## config.mk

```make
export PLATFORM = sky130hd
export DESIGN_NAME = mem_arbiter
export DESIGN_NICKNAME = d
export VERILOG_FILES = /design/src/bus_pkg.sv /design/src/cache_pkg.sv /design/src/mem_arbiter.sv
export SDC_FILE = /design/constraint.sdc
export NUM_CORES = 1
export LEC_CHECK = 0
export BUFFER_PORTS_ARGS = -buffer_cell sky130_fd_sc_hd__buf_4
export CORE_AREA = 2 2 143 145
export CTS_CLUSTER_DIAMETER = 200
export DETAILED_ROUTE_END_ITERATION = 7
export DIE_AREA = 0 0 145 147
export GPL_TIMING_DRIVEN = 0
export PLACE_DENSITY = 0.38
export RECOVER_POWER = 25
export SETUP_SLACK_MARGIN = 0.3
export SLEW_MARGIN = 20
export SYNTH_ARGS = -nofsm -noshare
export SYNTH_HDL_FRONTEND = slang
export SYNTH_SLANG_ARGS = --single-unit
export TNS_END_PERCENT = 100
```

## constraint.sdc

```tcl
create_clock -name clk -period 2.15 [get_ports clk]
set_input_delay 0.43 -clock clk [delete_from_list [all_inputs] [get_ports clk]]
set_output_delay 0.43 -clock clk [all_outputs]
set_load 0.02 [all_outputs]
```

## src/bus_pkg.sv

```systemverilog
package bus_pkg;

    localparam int BUS_ADDR_W = 32;

    // requester ids on the shared read bus
    typedef enum logic {
        REQ_ICACHE = 1'b0,
        REQ_LOAD   = 1'b1
    } req_id_e;

    // request from one requester to the arbiter
    typedef struct packed {
        logic                  ren;  // held until accepted
        logic [BUS_ADDR_W-1:0] addr; // line aligned
    } bus_req_t;

endpackage

```

## src/cache_pkg.sv

```systemverilog
package cache_pkg;

    localparam int ADDR_W       = 32;
    localparam int WORD_W       = 32;
    localparam int LINE_BYTES   = 16;
    localparam int LINE_WORDS   = LINE_BYTES / (WORD_W / 8);
    localparam int OFFSET_W     = $clog2(LINE_BYTES);
    localparam int WORD_SEL_W   = $clog2(LINE_WORDS);
    localparam int DEFAULT_SETS = 64;
    localparam int MIN_SETS     = 4;
    localparam int TAG_W        = ADDR_W - OFFSET_W - $clog2(DEFAULT_SETS);
    localparam int TAG_MAX_W    = ADDR_W - OFFSET_W - $clog2(MIN_SETS); // widest tag, fewest sets

    typedef logic [WORD_W-1:0] word_t;
    typedef word_t [LINE_WORDS-1:0] line_t; // word 0 at lowest address

    typedef struct packed {
        logic                 valid;
        logic [TAG_MAX_W-1:0] tag;
        line_t                data;
    } way_entry_t;

    function automatic logic [ADDR_W-1:0] line_base(input logic [ADDR_W-1:0] a);
        return {a[ADDR_W-1:OFFSET_W], {OFFSET_W{1'b0}}};
    endfunction

    function automatic word_t pick_word(input line_t l, input logic [ADDR_W-1:0] a);
        return l[a[OFFSET_W-1 -: WORD_SEL_W]];
    endfunction

endpackage

```

## src/mem_arbiter.sv

```systemverilog
`timescale 1ns/1ps
module mem_arbiter
    import cache_pkg::*;
    import bus_pkg::*;
(
    input  logic                  clk,
    input  logic                  rst,
    input  bus_req_t              ic_req,
    input  bus_req_t              ld_req,
    output logic                  ic_rdy,
    output logic                  ld_rdy,
    output logic                  ic_accepted,
    output logic                  ld_accepted,
    output logic                  ic_rvalid,
    output logic                  ld_rvalid,
    output line_t                 rdata,
    output logic                  cpu_ren,
    output logic [BUS_ADDR_W-1:0] cpu_raddr,
    input  logic                  dev_rrdy,
    input  logic                  ren_received,
    input  logic                  dev_rvalid,
    input  line_t                 dev_rdata
);

    req_id_e owner_q;
    req_id_e last_q;     // winner of the previous grant
    req_id_e pend_id_q;
    req_id_e pick;
    req_id_e sel;
    logic    owner_valid_q;
    logic    pend_q;     // request on the bus, not yet accepted

    always_comb
    begin
        if (ic_req.ren && ld_req.ren)
            pick = (last_q == REQ_ICACHE) ? REQ_LOAD : REQ_ICACHE;
        else if (ld_req.ren)
            pick = REQ_LOAD;
        else
            pick = REQ_ICACHE;
    end

    // keep the choice stable until the responder takes it
    assign sel       = pend_q ? pend_id_q : pick;
    assign cpu_ren   = ~owner_valid_q & (ic_req.ren | ld_req.ren);
    assign cpu_raddr = (sel == REQ_LOAD) ? ld_req.addr : ic_req.addr;

    assign ic_rdy = dev_rrdy & ~(owner_valid_q & (owner_q == REQ_LOAD));
    assign ld_rdy = dev_rrdy & ~(owner_valid_q & (owner_q == REQ_ICACHE));

    assign ic_accepted = ren_received & cpu_ren & (sel == REQ_ICACHE);
    assign ld_accepted = ren_received & cpu_ren & (sel == REQ_LOAD);
    assign ic_rvalid   = dev_rvalid & owner_valid_q & (owner_q == REQ_ICACHE);
    assign ld_rvalid   = dev_rvalid & owner_valid_q & (owner_q == REQ_LOAD);
    assign rdata       = dev_rdata;

    always_ff @(posedge clk)
    begin
        if (rst)
        begin
            owner_valid_q <= 1'b0;
            owner_q       <= REQ_ICACHE;
            last_q        <= REQ_LOAD; // cache wins the first tie
            pend_q        <= 1'b0;
            pend_id_q     <= REQ_ICACHE;
        end
        else
        begin
            pend_q <= cpu_ren & ~ren_received;
            if (cpu_ren && !pend_q)
                pend_id_q <= pick;
            if (cpu_ren && ren_received)
            begin
                owner_valid_q <= 1'b1;
                owner_q       <= sel;
                last_q        <= sel;
            end
            else if (dev_rvalid && owner_valid_q)
                owner_valid_q <= 1'b0;
        end
    end

endmodule

```

==> results of run 1 <==
## metal layers
layer / GRT usage / up-vias / part of all wire
li1: - / 997 / -
met1: 0.0457 / 929 / 0.24
met2: 0.142 / 204 / 0.61
met3: 0.0298 / 9 / 0.14
met4: 0.0153 / 0 / 0.011
met5: 0 / - / 0
## Yosys cell counts
master	n	area, sq um
a21oi_1	3	15.0
a41oi_1	1	8.76
nand2_1	3	11.3
a21boi_0	2	15.0
buf_4	128	961
dfxtp_1	5	100
nor3b_1	1	7.51
a21bo_2	1	10.0
buf_6	3	33.8
nor2_1	4	15.0
mux2i_4	1	22.5
a311oi_1	1	8.76
inv_1	2	7.51
o21ba_2	1	10.0
a211oi_1	1	7.51
and3_1	1	6.26
buf_2	1	5.00
a21boi_2	1	11.3
nand2b_1	1	6.26
mux2_2	32	360
## area by class of cell
cell class | instances | area share
multi-input combinational | 54 | 0.157
timing repair buffer | 245 | 0.461
inverter | 2 | 0.00186
clock buffer | 4 | 0.0195
sequential | 5 | 0.0254
buffer | 132 | 0.252
tap | 270 | 0.0837
## through the flow
stage	cells	setup TNS [ns]	util	hold slack, ns
2_1_floorplan	193	0	-	0.484
3_3_place_gp	700	-4.33	0.189	0.536
3_5_place_dp	700	-5.19	0.189	0.552
4_1_cts	711	0	0.210	0.409
5_1_grt	712	0	0.203	0.424
6_report	712	0	0.203	0.413
## power groups by stage
stage | registers [mW] | logic [mW] | clock network, mW
after CTS | 0.110 | 1.13 | 0.316
final | 0.110 | 1.09 | 0.313
after global placement | 0.110 | 0.988 | 0
after floorplan | 0.108 | 0.570 | 0
after detailed placement | 0.110 | 0.991 | 0
after global routing | 0.111 | 1.14 | 0.320
## state kept, by name, indices dropped and copies added, names as in the netlist
name	flops
owner_q	1
pend_q	1
pend_id_q	1
last_q	1
owner_valid_q	1
## repair_timing
action                     4_1_cts  5_1_grt
hold buffers                     0        0
setup endpoints to repair       34       34
pin swaps                        2        1
resized for setup               66        4
setup buffers                    5        1
cloned                           2        0
## worst paths after layout
| check | slack [ns] | cells after the start | to |
|---|---|---|---|
| max | 0.05 | 6 | cpu_raddr[4] |
| min | 0.41 | 2 | pend_q$_SDFF_PP0_ |
| max reg2reg | 0.81 | 6 | owner_q$_SDFFE_PP0P_ |
| min reg2reg | 0.55 | 2 | owner_valid_q$_SDFFE_PP0P_ |
## kinds of logic (layout without fill, tap and decap cells)
logic type | count (synthesis) | after routing | share of synthesized area
AOI/OAI and AO/OA | 11 | 11 | 0.0532
and+or+nand+nor | 10 | 10 | 0.0285
muxes | 33 | 33 | 0.236
DFF | 5 | 5 | 0.0617
buffers and inverters | 134 | 383 | 0.621
==> out/summary.txt, run 1 <==
Pre-CTS WS = -0.226 ns
Final instance area = 0.00404 sq mm
Critical path type = flop to output port
Nets = 642
Initial core utilization = 0.0818
Max rail drop VDD = 0.162 mV
Worst Path Max Fanout = 6
Worst setup path startpoint = pend_q$_SDFF_PP0_
Wire length per cell = 10.7 um
Internal power = 0.966 mW
Max capacitance violation total = 0
Fin Clk Skew = 0.00103 ns
Top Ports = 366
Area after DPL = 0.00375 sq mm
Area growth syn-to-layout = 149%
Post-DRT Antenna Nets = 0
Detailed placement HPWL = 6650 um
Gr ovfl total = 0
Cells along the critical path = mux2i_4 > buf_12 > buf_6 > buf_16 > mux2_4 > buf_6
Logic gate share of total power = 0.721
Final period util = 0.974
Pwr Total = 1.51 mW
Run status = finished clean
CTS sink cnt = 5
Vias after detailed routing = 2139
Die Area = 0.0213 sq mm
Syn Nets = 392
Crit path launch type = flop
Core area = 0.0198 sq mm
Seq pwr share = 0.073
Vias in the first global route = 2179
First-pass GRT wire length = 10900 um
Max H-tree Level = 1
TritonCTS Buffers = 3
Hold_sp = ren_received
FMAX = 477 MHz
Initial DRT Pass Iterations = 2
Arr. time, crit path = 1.67 ns
PwrDens = 374 mW/mm^2
Avg Synthesized Cell Area = 8.41 sq um
Sw Share = 0.361
Yosys warns = 0
Post-Syn Area = 0.00162 sq mm
Final Hold Fails = 0
Maximum number of pins on one net before global-route repair = 9
Input/output buffers = 237
Die X-Extent = 145 um
Placer Congestion = 0.804
CP top delay family = multiplexers
Floorplan die height = 147 um
Cell variety after synth = 20
Fill count = 2207
Vias per std cell = 3.00
Antenna violations before repair = 0
Drt drc = 0
Max-slew headroom = 0.825
Leak = 2.13 nW
Seq/Total Area, Yosys = 0.0617
ANT cells = 0
Share of layout cells above drive strength 1 = 0.855
Multi-input logic area = 633 sq um
# setup viols final = 0
CP required = 1.72 ns
Worst-Skew Late Latency = 0.23 ns
WL final = 7630 um
Reg area = 103 sq um
Clk slew on worst S/H paths = 0.03 ns
Iter 0 DRT Violations = 20
Setup ws final = 0.0549 ns
RSZ-0062 raised after global routing = true
Worst Path Buf+Inv = 4
Post-synthesis cell count = 193
Worst slew pin tran = 0.264 ns
Slowest CP cell = dfxtp_2
Most frequent cells in the layout = buf_4 (295), clkbuf_1 (43), buf_6 (32)
Sw Pwr = 0.545 mW
FF-to-FF Start = last_q$_SDFFE_PP1P_
Commonest non-fill, non-tap cell in the layout = buf_4
Yosys reg bits = 5
CP Capture Type = output port
Row count = 52
Root Buffer = clkbuf_16
Bufs on Longest Clock Path = 2
Max-slew violation count = 0
Crit-path max cell delay = 0.35 ns
Hold Crit Class = input port to flop
Power share of the clock group = 0.207
Final worst path period need = 2.10 ns
Tot GR Track Use = 0.0636
CTS tree = yes
CP most frequent cell = buf_6
No activity file was read; power rests on OpenSTA's default activity.
==> run 2, diff against run 1 <==
==> constraint.sdc (replaced) <==
create_clock -name clk -period 2 [get_ports clk]
set_input_delay 0.4 -clock clk [delete_from_list [all_inputs] [get_ports clk]]
set_output_delay 0.4 -clock clk [all_outputs]
set_load 0.02 [all_outputs]
==> out/summary.txt, run 2 (synthesis gave the netlist of run 1 again) <==
Run status = finished clean
TritonCTS Buffers = 3 (unchanged)
Antenna violations before repair = 0 (unchanged)
Iter 0 DRT Violations = 16 (-20%)
Bufs on Longest Clock Path = 2 (unchanged)
Crit path launch type = flop
Initial core utilization = 0.0818 (unchanged)
WL final = 7860 um (+3.1%)
Max rail drop VDD = 0.209 mV (+29%)
Arr. time, crit path = 1.59 ns (-0.08 ns)
Seq pwr share = 0.072 (about the same)
Floorplan die height = 147 um (unchanged)
Logic gate share of total power = 0.724 (+0.003)
Initial DRT Pass Iterations = 4 (+2)
Die X-Extent = 145 um (unchanged)
Area growth syn-to-layout = 150%
Critical path type = flop to output port
Die Area = 0.0213 sq mm (unchanged)
Placer Congestion = 0.744 (-7.5%)
First-pass GRT wire length = 11100 um (+1.8%)
Max H-tree Level = 1 (unchanged)
Row count = 52 (unchanged)
CP required = 1.60 ns (-0.12 ns)
Input/output buffers = 237 (unchanged)
PwrDens = 402 mW/mm^2 (+7.5%)
Detailed placement HPWL = 7200 um (+8.3%)
Gr ovfl total = 0 (unchanged)
Maximum number of pins on one net before global-route repair = 11 (+2)
Worst slew pin tran = 0.261 ns (-0.00263 ns)
CTS sink cnt = 5 (unchanged)
Worst setup path startpoint = pend_q$_SDFF_PP0_
Top Ports = 366 (unchanged)
Sw Pwr = 0.586 mW (+7.4%)
Final Hold Fails = 0 (unchanged)
Power share of the clock group = 0.204 (-0.003)
Sw Share = 0.359 (-0.00177)
Max-slew violation count = 0 (unchanged)
Vias after detailed routing = 2027 (-5.2%)
Setup TNS = 0 ns (unchanged)
RSZ-0062 raised after global routing = true
Wire length per cell = 11.1 um (+3.6%)
Vias per std cell = 2.86 (-4.8%)
Most frequent cells in the layout = buf_4 (299), clkbuf_1 (35), buf_6 (34)
CP Capture Type = output port
Commonest non-fill, non-tap cell in the layout = buf_4
CTS tree = yes
Final worst path period need = 1.99 ns
CTS Hold Buffers Added = 0 (unchanged)
Pwr Total = 1.63 mW (+7.9%)
Worst-Skew Late Latency = 0.23 ns (about the same)
Share of layout cells above drive strength 1 = 0.870 (+0.0150)
Internal power = 1.05 mW (+8.2%)
Final period util = 0.994
Max capacitance violation total = 0 (unchanged)
Clk slew on worst S/H paths = 0.03 ns (about the same)
Post-DRT Antenna Nets = 0 (unchanged)
FMAX = 503 MHz
# setup viols final = 0 (unchanged)
Vias in the first global route = 2093 (-3.9%)
Fill count = 2245 (+1.7%)
Leak = 2.17 nW (+1.8%)
Core area = 0.0198 sq mm (unchanged)
Nets = 639 (-0.47%)
Root Buffer = clkbuf_16
ANT cells = 0 (unchanged)
Flop2flop setup slack = 0.67 ns (-0.14 ns)
FF-to-FF Start = last_q$_SDFFE_PP1P_
Worst Path Max Fanout = 7 (+1)
Fin Clk Skew = 0.00173 ns (+0.000705 ns)
Max-slew headroom = 0.827 (+0.00174)
Hold_sp = rst
Drt drc = 0 (unchanged)
Worst hold margin = 0.385 ns (-0.0285 ns)
Tot GR Track Use = 0.0643 (+0.000741)
Hold Crit Class = input port to flop
[run 2: layout make-up]
cell class                      count  area [sq um]  area share
Multi-Input combinational cell     54           648       0.160
Buffer                            132          1020       0.252
Tap cell                          270           338      0.0834
Inverter                            2          7.51     0.00185
Timing Repair Buffer              242          1860       0.458
Sequential cell                     5           103      0.0253
Clock buffer                        4          78.8      0.0195
[run 2: power groups by stage]
stage / Combinational (mW) / Sequential, mW / Clock, mW
2_1_floorplan: 0.651 / 0.116 / 0
3_3_place_gp: 1.11 / 0.118 / 0
3_5_place_dp: 1.12 / 0.118 / 0
4_1_cts: 1.21 / 0.118 / 0.337
5_1_grt: 1.24 / 0.118 / 0.346
6_report: 1.18 / 0.117 / 0.332
[run 2: critical path, cell delays in order, from the launching register on]
cell	delay, ns
dfxtp_2	0.35
mux2i_4	0.25
buf_6	0.17
buf_8	0.14
mux2_4	0.31
buf_6	0.13
[run 2: through the flow]
stage / area (sq um) / utilization / instances / setup WS, ns
2_1_floorplan: 1730 / - / 193 / 0.216
3_3_place_gp: 3840 / 0.194 / 700 / -0.229
3_5_place_dp: 3840 / 0.194 / 700 / -0.262
4_1_cts: 4130 / 0.208 / 709 / 0.0128
5_1_grt: 4050 / 0.204 / 709 / -0.0255
6_report: 4050 / 0.204 / 709 / 0.0120
[run 2: final timing paths]
path | end | cells after the start
setup / recovery | cpu_raddr[23] | 5
hold / removal | owner_valid_q$_SDFFE_PP0P_ | 2
setup reg to reg | owner_q$_SDFFE_PP0P_ | 6
hold reg to reg | owner_valid_q$_SDFFE_PP0P_ | 2
[run 2: repair_timing]
| action | CTS | global route |
|---|---|---|
| cloned | 1 | 0 |
| setup buffers | 4 | 0 |
| setup endpoints to repair | 34 | 34 |
| pin swaps | 2 | 1 |
| gates resized for setup | 38 | 13 |
[run 2: per-layer routing]
layer  vias to the layer above  wire (um)  GRT usage
li1                        990          -          -
met1                       879       2690     0.0721
met3                         4        693     0.0161
met2                       154       4460      0.125
met5                         -          0          0
met4                         0         24    0.00891
