--- src/bus_pkg.sv ---
package bus_pkg;

    localparam int BUS_ADDR_W = 32;

    // requester ids on the shared read bus
    typedef enum logic {
        REQ_ICACHE = 1'b0,
        REQ_LOAD   = 1'b1
    } req_id_e;

    // request from one requester to the arbiter
    typedef struct packed {
        logic                  ren;  // held until accepted
        logic [BUS_ADDR_W-1:0] addr; // line aligned
    } bus_req_t;

endpackage

--- src/cache_pkg.sv ---
package cache_pkg;

    localparam int ADDR_W       = 32;
    localparam int WORD_W       = 32;
    localparam int LINE_BYTES   = 16;
    localparam int LINE_WORDS   = LINE_BYTES / (WORD_W / 8);
    localparam int OFFSET_W     = $clog2(LINE_BYTES);
    localparam int WORD_SEL_W   = $clog2(LINE_WORDS);
    localparam int DEFAULT_SETS = 64;
    localparam int MIN_SETS     = 4;
    localparam int TAG_W        = ADDR_W - OFFSET_W - $clog2(DEFAULT_SETS);
    localparam int TAG_MAX_W    = ADDR_W - OFFSET_W - $clog2(MIN_SETS); // widest tag, fewest sets

    typedef logic [WORD_W-1:0] word_t;
    typedef word_t [LINE_WORDS-1:0] line_t; // word 0 at lowest address

    typedef struct packed {
        logic                 valid;
        logic [TAG_MAX_W-1:0] tag;
        line_t                data;
    } way_entry_t;

    function automatic logic [ADDR_W-1:0] line_base(input logic [ADDR_W-1:0] a);
        return {a[ADDR_W-1:OFFSET_W], {OFFSET_W{1'b0}}};
    endfunction

    function automatic word_t pick_word(input line_t l, input logic [ADDR_W-1:0] a);
        return l[a[OFFSET_W-1 -: WORD_SEL_W]];
    endfunction

endpackage

--- src/uncached_reader.sv ---
`timescale 1ns/1ps
module uncached_reader
    import cache_pkg::*;
    import bus_pkg::*;
(
    input  logic        clk,
    input  logic        rst,
    input  logic        load_req,
    input  logic [31:0] load_addr,
    output logic        load_valid,
    output logic [31:0] load_data,
    output logic        load_busy,
    output bus_req_t    req,
    input  logic        bus_rdy,
    input  logic        bus_accepted,
    input  logic        bus_rvalid,
    input  line_t       bus_rdata
);

    typedef enum logic [1:0] {L_IDLE, L_ACCEPT, L_DATA} load_state_e;

    load_state_e       state_q;
    logic [ADDR_W-1:0] addr_q;

    assign req       = '{ren: (state_q == L_ACCEPT), addr: line_base(addr_q)};
    assign load_busy = (state_q != L_IDLE);

    always_ff @(posedge clk)
    begin
        if (rst)
        begin
            state_q    <= L_IDLE;
            load_valid <= 1'b0;
        end
        else
        begin
            load_valid <= (state_q == L_DATA) & bus_rvalid;
            case (state_q)
                L_IDLE:
                    if (load_req && bus_rdy && !load_valid) // request still up on the done cycle
                        state_q <= L_ACCEPT;
                L_ACCEPT:
                    if (bus_accepted)
                        state_q <= L_DATA;
                L_DATA:
                    if (bus_rvalid)
                        state_q <= L_IDLE;
                default:
                    state_q <= L_IDLE;
            endcase
        end
    end

    always_ff @(posedge clk)
    begin
        if (state_q == L_IDLE)
            addr_q <= load_addr;
        if (state_q == L_DATA && bus_rvalid)
            load_data <= pick_word(bus_rdata, addr_q);
    end

endmodule
--- config.mk ---
export PLATFORM = sky130hd
export DESIGN_NAME = uncached_reader
export DESIGN_NICKNAME = d
export VERILOG_FILES = /design/src/bus_pkg.sv /design/src/cache_pkg.sv /design/src/uncached_reader.sv
export SDC_FILE = /design/constraint.sdc
export NUM_CORES = 1
export LEC_CHECK = 0
export ABC_AREA = 1
export BUFFER_PORTS_ARGS = -buffer_cell sky130_fd_sc_hd__buf_2
export CAP_MARGIN = 20
export CORE_MARGIN = 8
export CORE_UTILIZATION = 45
export DETAILED_ROUTE_END_ITERATION = 6
export GPL_TIMING_DRIVEN = 0
export PLACE_DENSITY = 0.84
export SLEW_MARGIN = 20
export SYNTH_ARGS = -nofsm -noshare
export SYNTH_HDL_FRONTEND = slang
export SYNTH_SLANG_ARGS = --single-unit
--- constraint.sdc ---
create_clock -name clk -period 11.1 [get_ports clk]
set_input_delay 3.33 -clock clk [delete_from_list [all_inputs] [get_ports clk]]
set_output_delay 3.33 -clock clk [all_outputs]
set_load 0.05 [all_outputs]
==> impl_metrics.tcl, run 1 <==
set metrics [dict create \
    vias_per_cell 4.76 \
    power_leakage_nw 2.62 \
    ios 233 \
    io_buffer_count 226 \
    ant_nets 0 \
    reg2reg_to "load_data[2]$_DFFE_PP_" \
    fin_skew_ns 0.0123 \
    drt_iter0_drc 110 \
    syn_area_per_cell_um2 9.61 \
    cp_slowest_cell "dfxtp_1" \
    cts_resized 0 \
    n_antenna_cell 0 \
    finalCritPeriodShare 0.428 \
    layout_commonest_cell "buf_2" \
    min_period_ns 4.75 \
    setup_tns_ns 0 \
    worstSetupPathType "reg -> out" \
    cts_tree "yes" \
    overflow 0 \
    final_cell_mix "buf_2 (235), inv_1 (69), nand2_1 (68), edfxtp_1 (62), buf_4 (36)" \
    drt-total-wl_um 11300 \
    status "finished clean" \
    die_w_um 104 \
    setup.worst_path.start_class "register" \
    drive_above_1_share 0.493 \
    areaGrowthSynthToFinish_pct 45.0 \
    crit_path_max_incr_delay_ns 0.37 \
    r2r_start "state_q[1]$_SDFFE_PP0P_" \
    worstHoldPathCells 3 \
    via_count 3385 \
    power_density_nw_per_um2 134 \
    grt_max_degree 28 \
    clockBufferDepth 2 \
    rrSetupSlack_ns 9.43 \
    grt_pass1_wl_um 18000 \
    path_cells "nor2_4 > buf_16 > inv_1 > buf_2" \
    cp_max_fo 27 \
    synth_cell_types 17 \
    fin_cells 711 \
    crit_required_ns 7.77 \
    antenna_found_initial 0 \
    setup_viol 0 \
    dieArea_um2 10700 \
    final_nets 770 \
    gp_congestion 0.849 \
    cp-end-kind "output pin" \
    drt_first_pass_iters 4 \
    max_freq_mhz 210 \
    htreeDepth 3 \
    min_path_type "reg -> reg" \
    dp_hpwl_um 9350 \
    min_to "state_q[0]$_SDFFE_PP0P_" \
    cp_num_buf_inv 3 \
    clk_latency_ns 0.33 \
    postSynthCellCount 360 \
    coreArea_um2 7570 \
    num_rows 32 \
    grt_pass1_vias 3680 \
    clock-root-buffer "clkbuf_8" \
    initial_core_util 0.457 \
    rr_worst_depth 4 \
    wl_per_cell_um 15.9 \
    rsz0062_at_grt "false" \
    hp-start "load_valid$_SDFF_PP0_" \
    clk_pin_slew_ns 0.07 \
    yosys_warnings 0 \
    ys_ff_latch 65 \
    cts_hold_buf 0 \
    critPathArrivalTime_ns 1.42 \
    maxSlewViolCount 0 \
    critPathTopFamily "buffers and inverters" \
    remaining_drc_errors 0 \
    yosysSeqAreaShare 0.556 \
    globalRouteTotalUtil 0.206 \
    dp.cells 695 \
    cts_setup_buffers 0 \
    drv_cap 0 \
    die_h_um 104 \
    clock-sinks 65 \
    peakVddDrop_uv 61.9 \
    syn_area_um2 3460 \
    cts_buffers 9 \
    hold_violations 0 \
]
-- cell usage after synthesis (all sizes together) --
| master | number | share of area |
|---|---|---|
| nor3 | 1 | 0.0014 |
| inv | 69 | 0.075 |
| edfxtp | 62 | 0.54 |
| a21oi | 34 | 0.049 |
| o21ai | 32 | 0.046 |
| nand2 | 68 | 0.074 |
| clkbuf | 3 | 0.012 |
| conb | 1 | 0.0011 |
| nor2 | 3 | 0.0033 |
| nand3 | 1 | 0.0014 |
| nor4 | 1 | 0.0018 |
| dfxtp | 3 | 0.017 |
| buf | 50 | 0.11 |
| o211ai | 32 | 0.069 |
-- layer usage --
layer | part of all wire | track usage | routed length (µm)
met1 | 0.38 | 0.215 | 4320
met2 | 0.50 | 0.362 | 5660
met3 | 0.090 | 0.0793 | 1010
met4 | 0.026 | 0.0848 | 296
met5 | 0 | 0 | 0
-- worst max-delay path by stage --
stage	endpoint	startpoint	slack [ns]	cells after the start
finish	load_busy	state_q[0]$_SDFFE_PP0P_	6.35	4
global route	load_busy	state_q[0]$_SDFFE_PP0P_	6.27	4
CTS	load_busy	state_q[0]$_SDFFE_PP0P_	6.34	4
detailed placement	load_data[1]$_DFFE_PP_	bus_rvalid	6.52	5
global placement	load_data[2]$_DFFE_PP_	bus_rvalid	3.96	3
floorplan	load_data[0]$_DFFE_PP_	bus_rvalid	5.06	2
-- final cells by class --
class,instances,area (µm²)
Sequential cell,65,1920
Inverter,69,259
Buffer,53,420
Timing Repair Buffer,230,1180
Clock buffer,10,128
Fill cell,613,2550
Clock inverter,6,92.6
Multi-Input combinational cell,176,881
Tap cell,102,128
-- where the power goes --
part           internal, mW  switching, mW  leakage, nW
Sequential            0.285        0.00350        0.623
Clock                 0.127         0.0930        0.103
Combinational        0.0645         0.0974         1.90
-- sequential cells by signal, indices dropped and copies added (netlist names) --
signal / count
load_valid: 1
load_data: 32
state_q: 2
addr_q: 30
-- per-stage QoR --
step	hold slack, ns	power, mW	instance area, µm²	worst slack (ns)	utilization
6_report	0.519	0.670	5010	6.35	0.663
5_1_grt	0.560	0.698	5010	6.27	0.663
4_1_cts	0.528	0.676	5010	6.34	0.663
3_5_place_dp	0.528	0.456	4790	6.52	0.634
3_3_place_gp	0.454	0.449	4730	3.96	0.625
2_1_floorplan	0.445	0.400	3470	5.06	-
-- kinds of logic after synthesis --
family,after synthesis,synth area share
AOI/OAI and AO/OA,98,0.165
buffers and inverters,122,0.196
DFF,65,0.556
other,1,0.00108
and+or+nand+nor,74,0.0818
-- worst reg2reg max path: stages, from the launching register on --
cell	delay, ns
dfxtp_1	0.42
inv_1	0.10
nor3_2	0.43
buf_6	0.22
buf_4	0.21
No activity file was read; power rests on OpenSTA's default activity.
==> inputs of run 2 (changes only) <==
--- a/config.mk
+++ b/config.mk
@@ -9,10 +9,10 @@
 export BUFFER_PORTS_ARGS = -buffer_cell sky130_fd_sc_hd__buf_2
 export CAP_MARGIN = 20
 export CORE_MARGIN = 8
-export CORE_UTILIZATION = 45
+export CORE_UTILIZATION = 42
 export DETAILED_ROUTE_END_ITERATION = 6
 export GPL_TIMING_DRIVEN = 0
-export PLACE_DENSITY = 0.84
+export PLACE_DENSITY = 0.79
 export SLEW_MARGIN = 20
 export SYNTH_ARGS = -nofsm -noshare
 export SYNTH_HDL_FRONTEND = slang
==> constraint.sdc (replaced) <==
create_clock -name clk -period 4.99 [get_ports clk]
set_input_delay 1.497 -clock clk [delete_from_list [all_inputs] [get_ports clk]]
set_output_delay 1.497 -clock clk [all_outputs]
set_load 0.05 [all_outputs]
==> run 2 against run 1 <==
  * Flip-flop and latch count did not move
  * Largest cell class unchanged
  * Hold slack gained 0.0047 ns
  * Via count fell by 1.7%
  * Core utilization is 4.8 points lower
  * Power is 110% higher
==> impl_metrics.tcl, run 2 (same netlist as run 1, synthesis figures left out) <==
set metrics [dict create \
    clockBufferDepth 2 \
    io_buffer_count 226 \
    clock-root-buffer "clkbuf_8" \
    num_rows 33 \
    crit_required_ns 3.49 \
    final_nets 770 \
    n_fill_cell 706 \
    finalCritPeriodShare 0.561 \
    setup_tns_ns 0 \
    power_density_nw_per_um2 281 \
    clk_pin_slew_ns 0.07 \
    peakVddDrop_uv 146 \
    clock_power_share 0.286 \
    areaGrowthSynthToFinish_pct 43.9 \
    min_period_ns 2.80 \
    cp_max_fo 4 \
    cp-end-kind "output pin" \
    hold_ws_ns 0.524 \
    final_cell_mix "buf_2 (235), inv_1 (69), nand2_1 (68), edfxtp_1 (62), buf_4 (37)" \
    drt_first_pass_iters 4 \
    drt_iter0_drc 158 \
    coreArea_um2 8090 \
    grt_pass1_vias 3458 \
    ant_nets 0 \
    grt_max_degree 27 \
    seqPwrFrac 0.458 \
    clock-sinks 65 \
    cts_tree "yes" \
    ios 233 \
    vias_per_cell 4.65 \
    drt-total-wl_um 11200 \
    status "finished clean" \
    clk_latency_ns 0.34 \
    power.switching_mw 0.438 \
    setup.worst_path.start_class "register" \
    power_leakage_nw 2.61 \
    p_comb_frac 0.256 \
    drv_cap 0 \
    multi_input_area_um2 881 \
    htreeDepth 3 \
    layout_commonest_cell "buf_2" \
    die_h_um 107 \
    grt_pass1_wl_um 17300 \
    remaining_drc_errors 0 \
    cts_hold_buf 0 \
    worstSetupPathType "reg -> out" \
    min_path_type "reg -> reg" \
    cp_slowest_cell "dfxtp_1" \
    hold_violations 0 \
    via_count 3328 \
    globalRouteTotalUtil 0.191 \
    largest_reg_flops 32 \
    overflow 0 \
    cts_setup_buffers 0 \
    crit_path_max_incr_delay_ns 0.44 \
    setup_viol 0 \
    r2r_start "state_q[1]$_SDFFE_PP0P_" \
    dieArea_um2 11400 \
    dp_hpwl_um 9380 \
    antenna_found_initial 2 \
    max_freq_mhz 357 \
    drive_above_1_share 0.494 \
    initial_core_util 0.427 \
    die_w_um 107 \
    p_int_mw 0.960 \
    fin_skew_ns 0.0109 \
    regArea_um2 1920 \
    largestRegisters "load_data x32, addr_q x30, state_q x2" \
    rsz0062_at_grt "false" \
    hp-start "load_valid$_SDFF_PP0_" \
    regMostFlops "load_data" \
    cts_buffers 9 \
    swShare 0.313 \
    wl_per_cell_um 15.6 \
    startpoint "state_q[0]$_SDFFE_PP0P_" \
    maxSlewViolCount 0 \
    critPathArrivalTime_ns 1.30 \
    path_cells "inv_1 > nor2_1 > buf_2" \
    gp_congestion 0.835 \
    cts_resized 0 \
]
## run 2: final timing paths
check	end	cells past startpoint	slack (ns)
setup / recovery	req[32]	3	2.19
hold / removal	state_q[0]$_SDFFE_PP0P_	3	0.52
setup reg to reg	load_data[30]$_DFFE_PP_	4	3.29
hold reg to reg	state_q[0]$_SDFFE_PP0P_	3	0.52
## run 2: layout make-up
type / count / share of cell area
flip-flops and latches: 65 / 0.386
repair buffers: 230 / 0.237
multi-input cells: 176 / 0.177
plain buffers: 53 / 0.0845
inverters: 69 / 0.0520
well taps: 105 / 0.0264
clock buffers: 9 / 0.0249
clock inverters: 7 / 0.0111
diodes: 1 / 0.000503
## run 2: power groups by stage
stage,clock (mW),combinational (mW),sequential (mW)
6_report,0.400,0.358,0.641
5_1_grt,0.438,0.390,0.643
4_1_cts,0.413,0.360,0.641
3_5_place_dp,0,0.360,0.653
3_3_place_gp,0,0.345,0.653
2_1_floorplan,0,0.227,0.662
## run 2: stage by stage
step | util | cell area [µm²] | std cells | setup WS (ns) | total power [mW]
floorplan | - | 3470 | 363 | 0.785 | 0.889
global placement | 0.585 | 4730 | 694 | -0.386 | 0.998
detailed placement | 0.592 | 4790 | 698 | 2.19 | 1.01
CTS | 0.615 | 4970 | 714 | 2.17 | 1.41
global route | 0.615 | 4980 | 715 | 2.08 | 1.47
finish | 0.615 | 4980 | 715 | 2.19 | 1.40
## run 2: layer usage
| metal | vias to the layer above | track usage | wire length [µm] |
|---|---|---|---|
| li1 | 1647 | - | - |
| met1 | 1483 | 0.211 | 4370 |
| met2 | 178 | 0.318 | 5310 |
| met3 | 18 | 0.0966 | 1320 |
| met4 | 2 | 0.0543 | 144 |
| met5 | - | 0 | 8 |
## run 2: critical path, delay by kind of cell, from the launching register on
kind | cells | cell delay [ns]
DFF | 1 | 0.44
and+or+nand+nor | 1 | 0.15
buffers and inverters | 2 | 0.38
==> inputs of run 3 (changes only) <==
==> constraint.sdc (replaced) <==
create_clock -name clk -period 2.8 [get_ports clk]
set_input_delay 0.84 -clock clk [delete_from_list [all_inputs] [get_ports clk]]
set_output_delay 0.84 -clock clk [all_outputs]
set_load 0.05 [all_outputs]
==> run 3 against run 2 <==
  * Flip-flop and latch count stayed put
  * Critical endpoint is now load_busy
  * Routed wire length is 1.9% higher
  * Cell area hardly changed
  * Global-route usage is 0.051 points lower
  * Via count is 0.78% lower
  * Critical path type unchanged
==> impl_metrics.tcl, run 3 (same netlist as run 1, synthesis figures left out) <==
set metrics [dict create \
    status "finished clean" \
    max_freq_mhz 391 \
    cts_setup_buffers 0 \
    power_density_nw_per_um2 516 \
    grt_pass1_vias 3536 \
    crit_required_ns 1.96 \
    fin_ws_ns 0.242 \
    cts_tree "yes" \
    setup_viol 0 \
    finalCritPeriodShare 0.914 \
    regArea_um2 1920 \
    critPathArrivalTime_ns 1.72 \
    grt_use_met1 0.209 \
    grt_max_degree 33 \
    clock-sinks 65 \
    cp_max_fo 32 \
    clk_latency_ns 0.32 \
    gp_congestion 0.873 \
    die_h_um 107 \
    cts_buffers 9 \
    layout_commonest_cell "buf_2" \
    met3_usage 0.0660 \
    globalRouteTotalUtil 0.191 \
    final_nets 768 \
    min_period_ns 2.56 \
    dp_slack_ns 0.576 \
    dieArea_um2 11400 \
    setup.worst_path.start_class "register" \
    final_cell_mix "buf_2 (235), inv_1 (69), nand2_1 (68), edfxtp_1 (62)" \
    regMostFlops "load_data" \
    wl_per_cell_um 16.0 \
    clk_pin_slew_ns 0.07 \
    drt-total-wl_um 11400 \
    via_count 3302 \
    clockBufferDepth 2 \
    final_util 0.615 \
    worstSetupPathType "reg -> out" \
    drt_iter0_drc 118 \
    worst_pin_slew_ns 0.834 \
    dp_hpwl_um 9480 \
    min_path_type "reg -> reg" \
    drt_first_pass_iters 4 \
    n_antenna_cell 0 \
    cts_resized 0 \
    die_w_um 107 \
    grt_pass1_wl_um 17100 \
    largest_reg_flops 32 \
    remaining_drc_errors 0 \
    vias_per_cell 4.64 \
    htreeDepth 3 \
    initial_core_util 0.427 \
    num_rows 33 \
    power_leakage_nw 2.61 \
    hold_violations 0 \
    clock-root-buffer "clkbuf_8" \
    n_fill_cell 705 \
    largestRegisters "load_data x32, addr_q x30, state_q x2" \
    coreArea_um2 8090 \
    peakVddDrop_uv 265 \
    slew_headroom 0.443 \
    fin_skew_ns 0.00751 \
    grt.met2_usage 0.333 \
    ant_nets 0 \
    cts_hold_buf 0 \
    areaGrowthSynthToFinish_pct 43.8 \
    multi_input_area_um2 887 \
    antenna_found_initial 0 \
    ios 233 \
    cp-end-kind "output pin" \
    drive_above_1_share 0.493 \
    io_buffer_count 226 \
    rsz0062_at_grt "false" \
    grt-busiest-layer "met2" \
    overflow 0 \
    maxSlewViolCount 0 \
    drv_cap 0 \
]
-- run 3: cell count changes in the layout (fill, tap and decap cells not counted), sizes merged --
cell and change:
buf -2, bufinv +1, diode -1, clkinvlp -1, clkinv +1, inv -1
-- run 3: layer usage --
metal / up-vias / routed length (µm)
li1: 1640 / -
met1: 1474 / 4530
met2: 176 / 5640
met3: 12 / 1030
met4: 0 / 171
met5: - / 0
-- run 3: final timing paths --
path	startpoint	endpoint	slack (ns)	depth (start not counted)
min	load_valid$_SDFF_PP0_	state_q[0]$_SDFFE_PP0P_	0.55	3
min reg2reg	load_valid$_SDFF_PP0_	state_q[0]$_SDFFE_PP0P_	0.55	3
max reg2reg	state_q[0]$_SDFFE_PP0P_	addr_q[25]$_DFFE_PN_	1.35	1
max	state_q[0]$_SDFFE_PP0P_	load_busy	0.24	3
-- run 3: per-stage QoR --
step	instance area [µm²]	cells	hold slack (ns)	power (mW)	TNS [ns]
3_3_place_gp	4740	694	0.498	1.78	-14.84
5_1_grt	4970	712	0.589	2.69	0
6_report	4970	712	0.553	2.57	0
3_5_place_dp	4780	696	0.544	1.80	0
2_1_floorplan	3480	363	0.482	1.58	0
4_1_cts	4970	712	0.553	2.59	0
-- run 3: final cells by class --
class / instances / share of cell area
Inverter: 69 / 0.0521
Tap cell: 105 / 0.0264
Buffer: 53 / 0.0845
Sequential cell: 65 / 0.386
Clock buffer: 9 / 0.0249
Timing Repair Buffer: 228 / 0.233
Clock inverter: 7 / 0.0141
Multi-Input combinational cell: 176 / 0.178
-- run 3: report_power, final --
group / leakage, nW / switching [mW] / internal, mW
Clock: 0.0994 / 0.377 / 0.411
Sequential: 0.623 / 0.0139 / 1.13
Combinational: 1.88 / 0.385 / 0.250
-- run 3: worst max-delay path: stages (launching register included) --
cell	delay [ns]
dfxtp_1	0.38
nor2_4	0.68
inv_1	0.08
buf_2	0.24
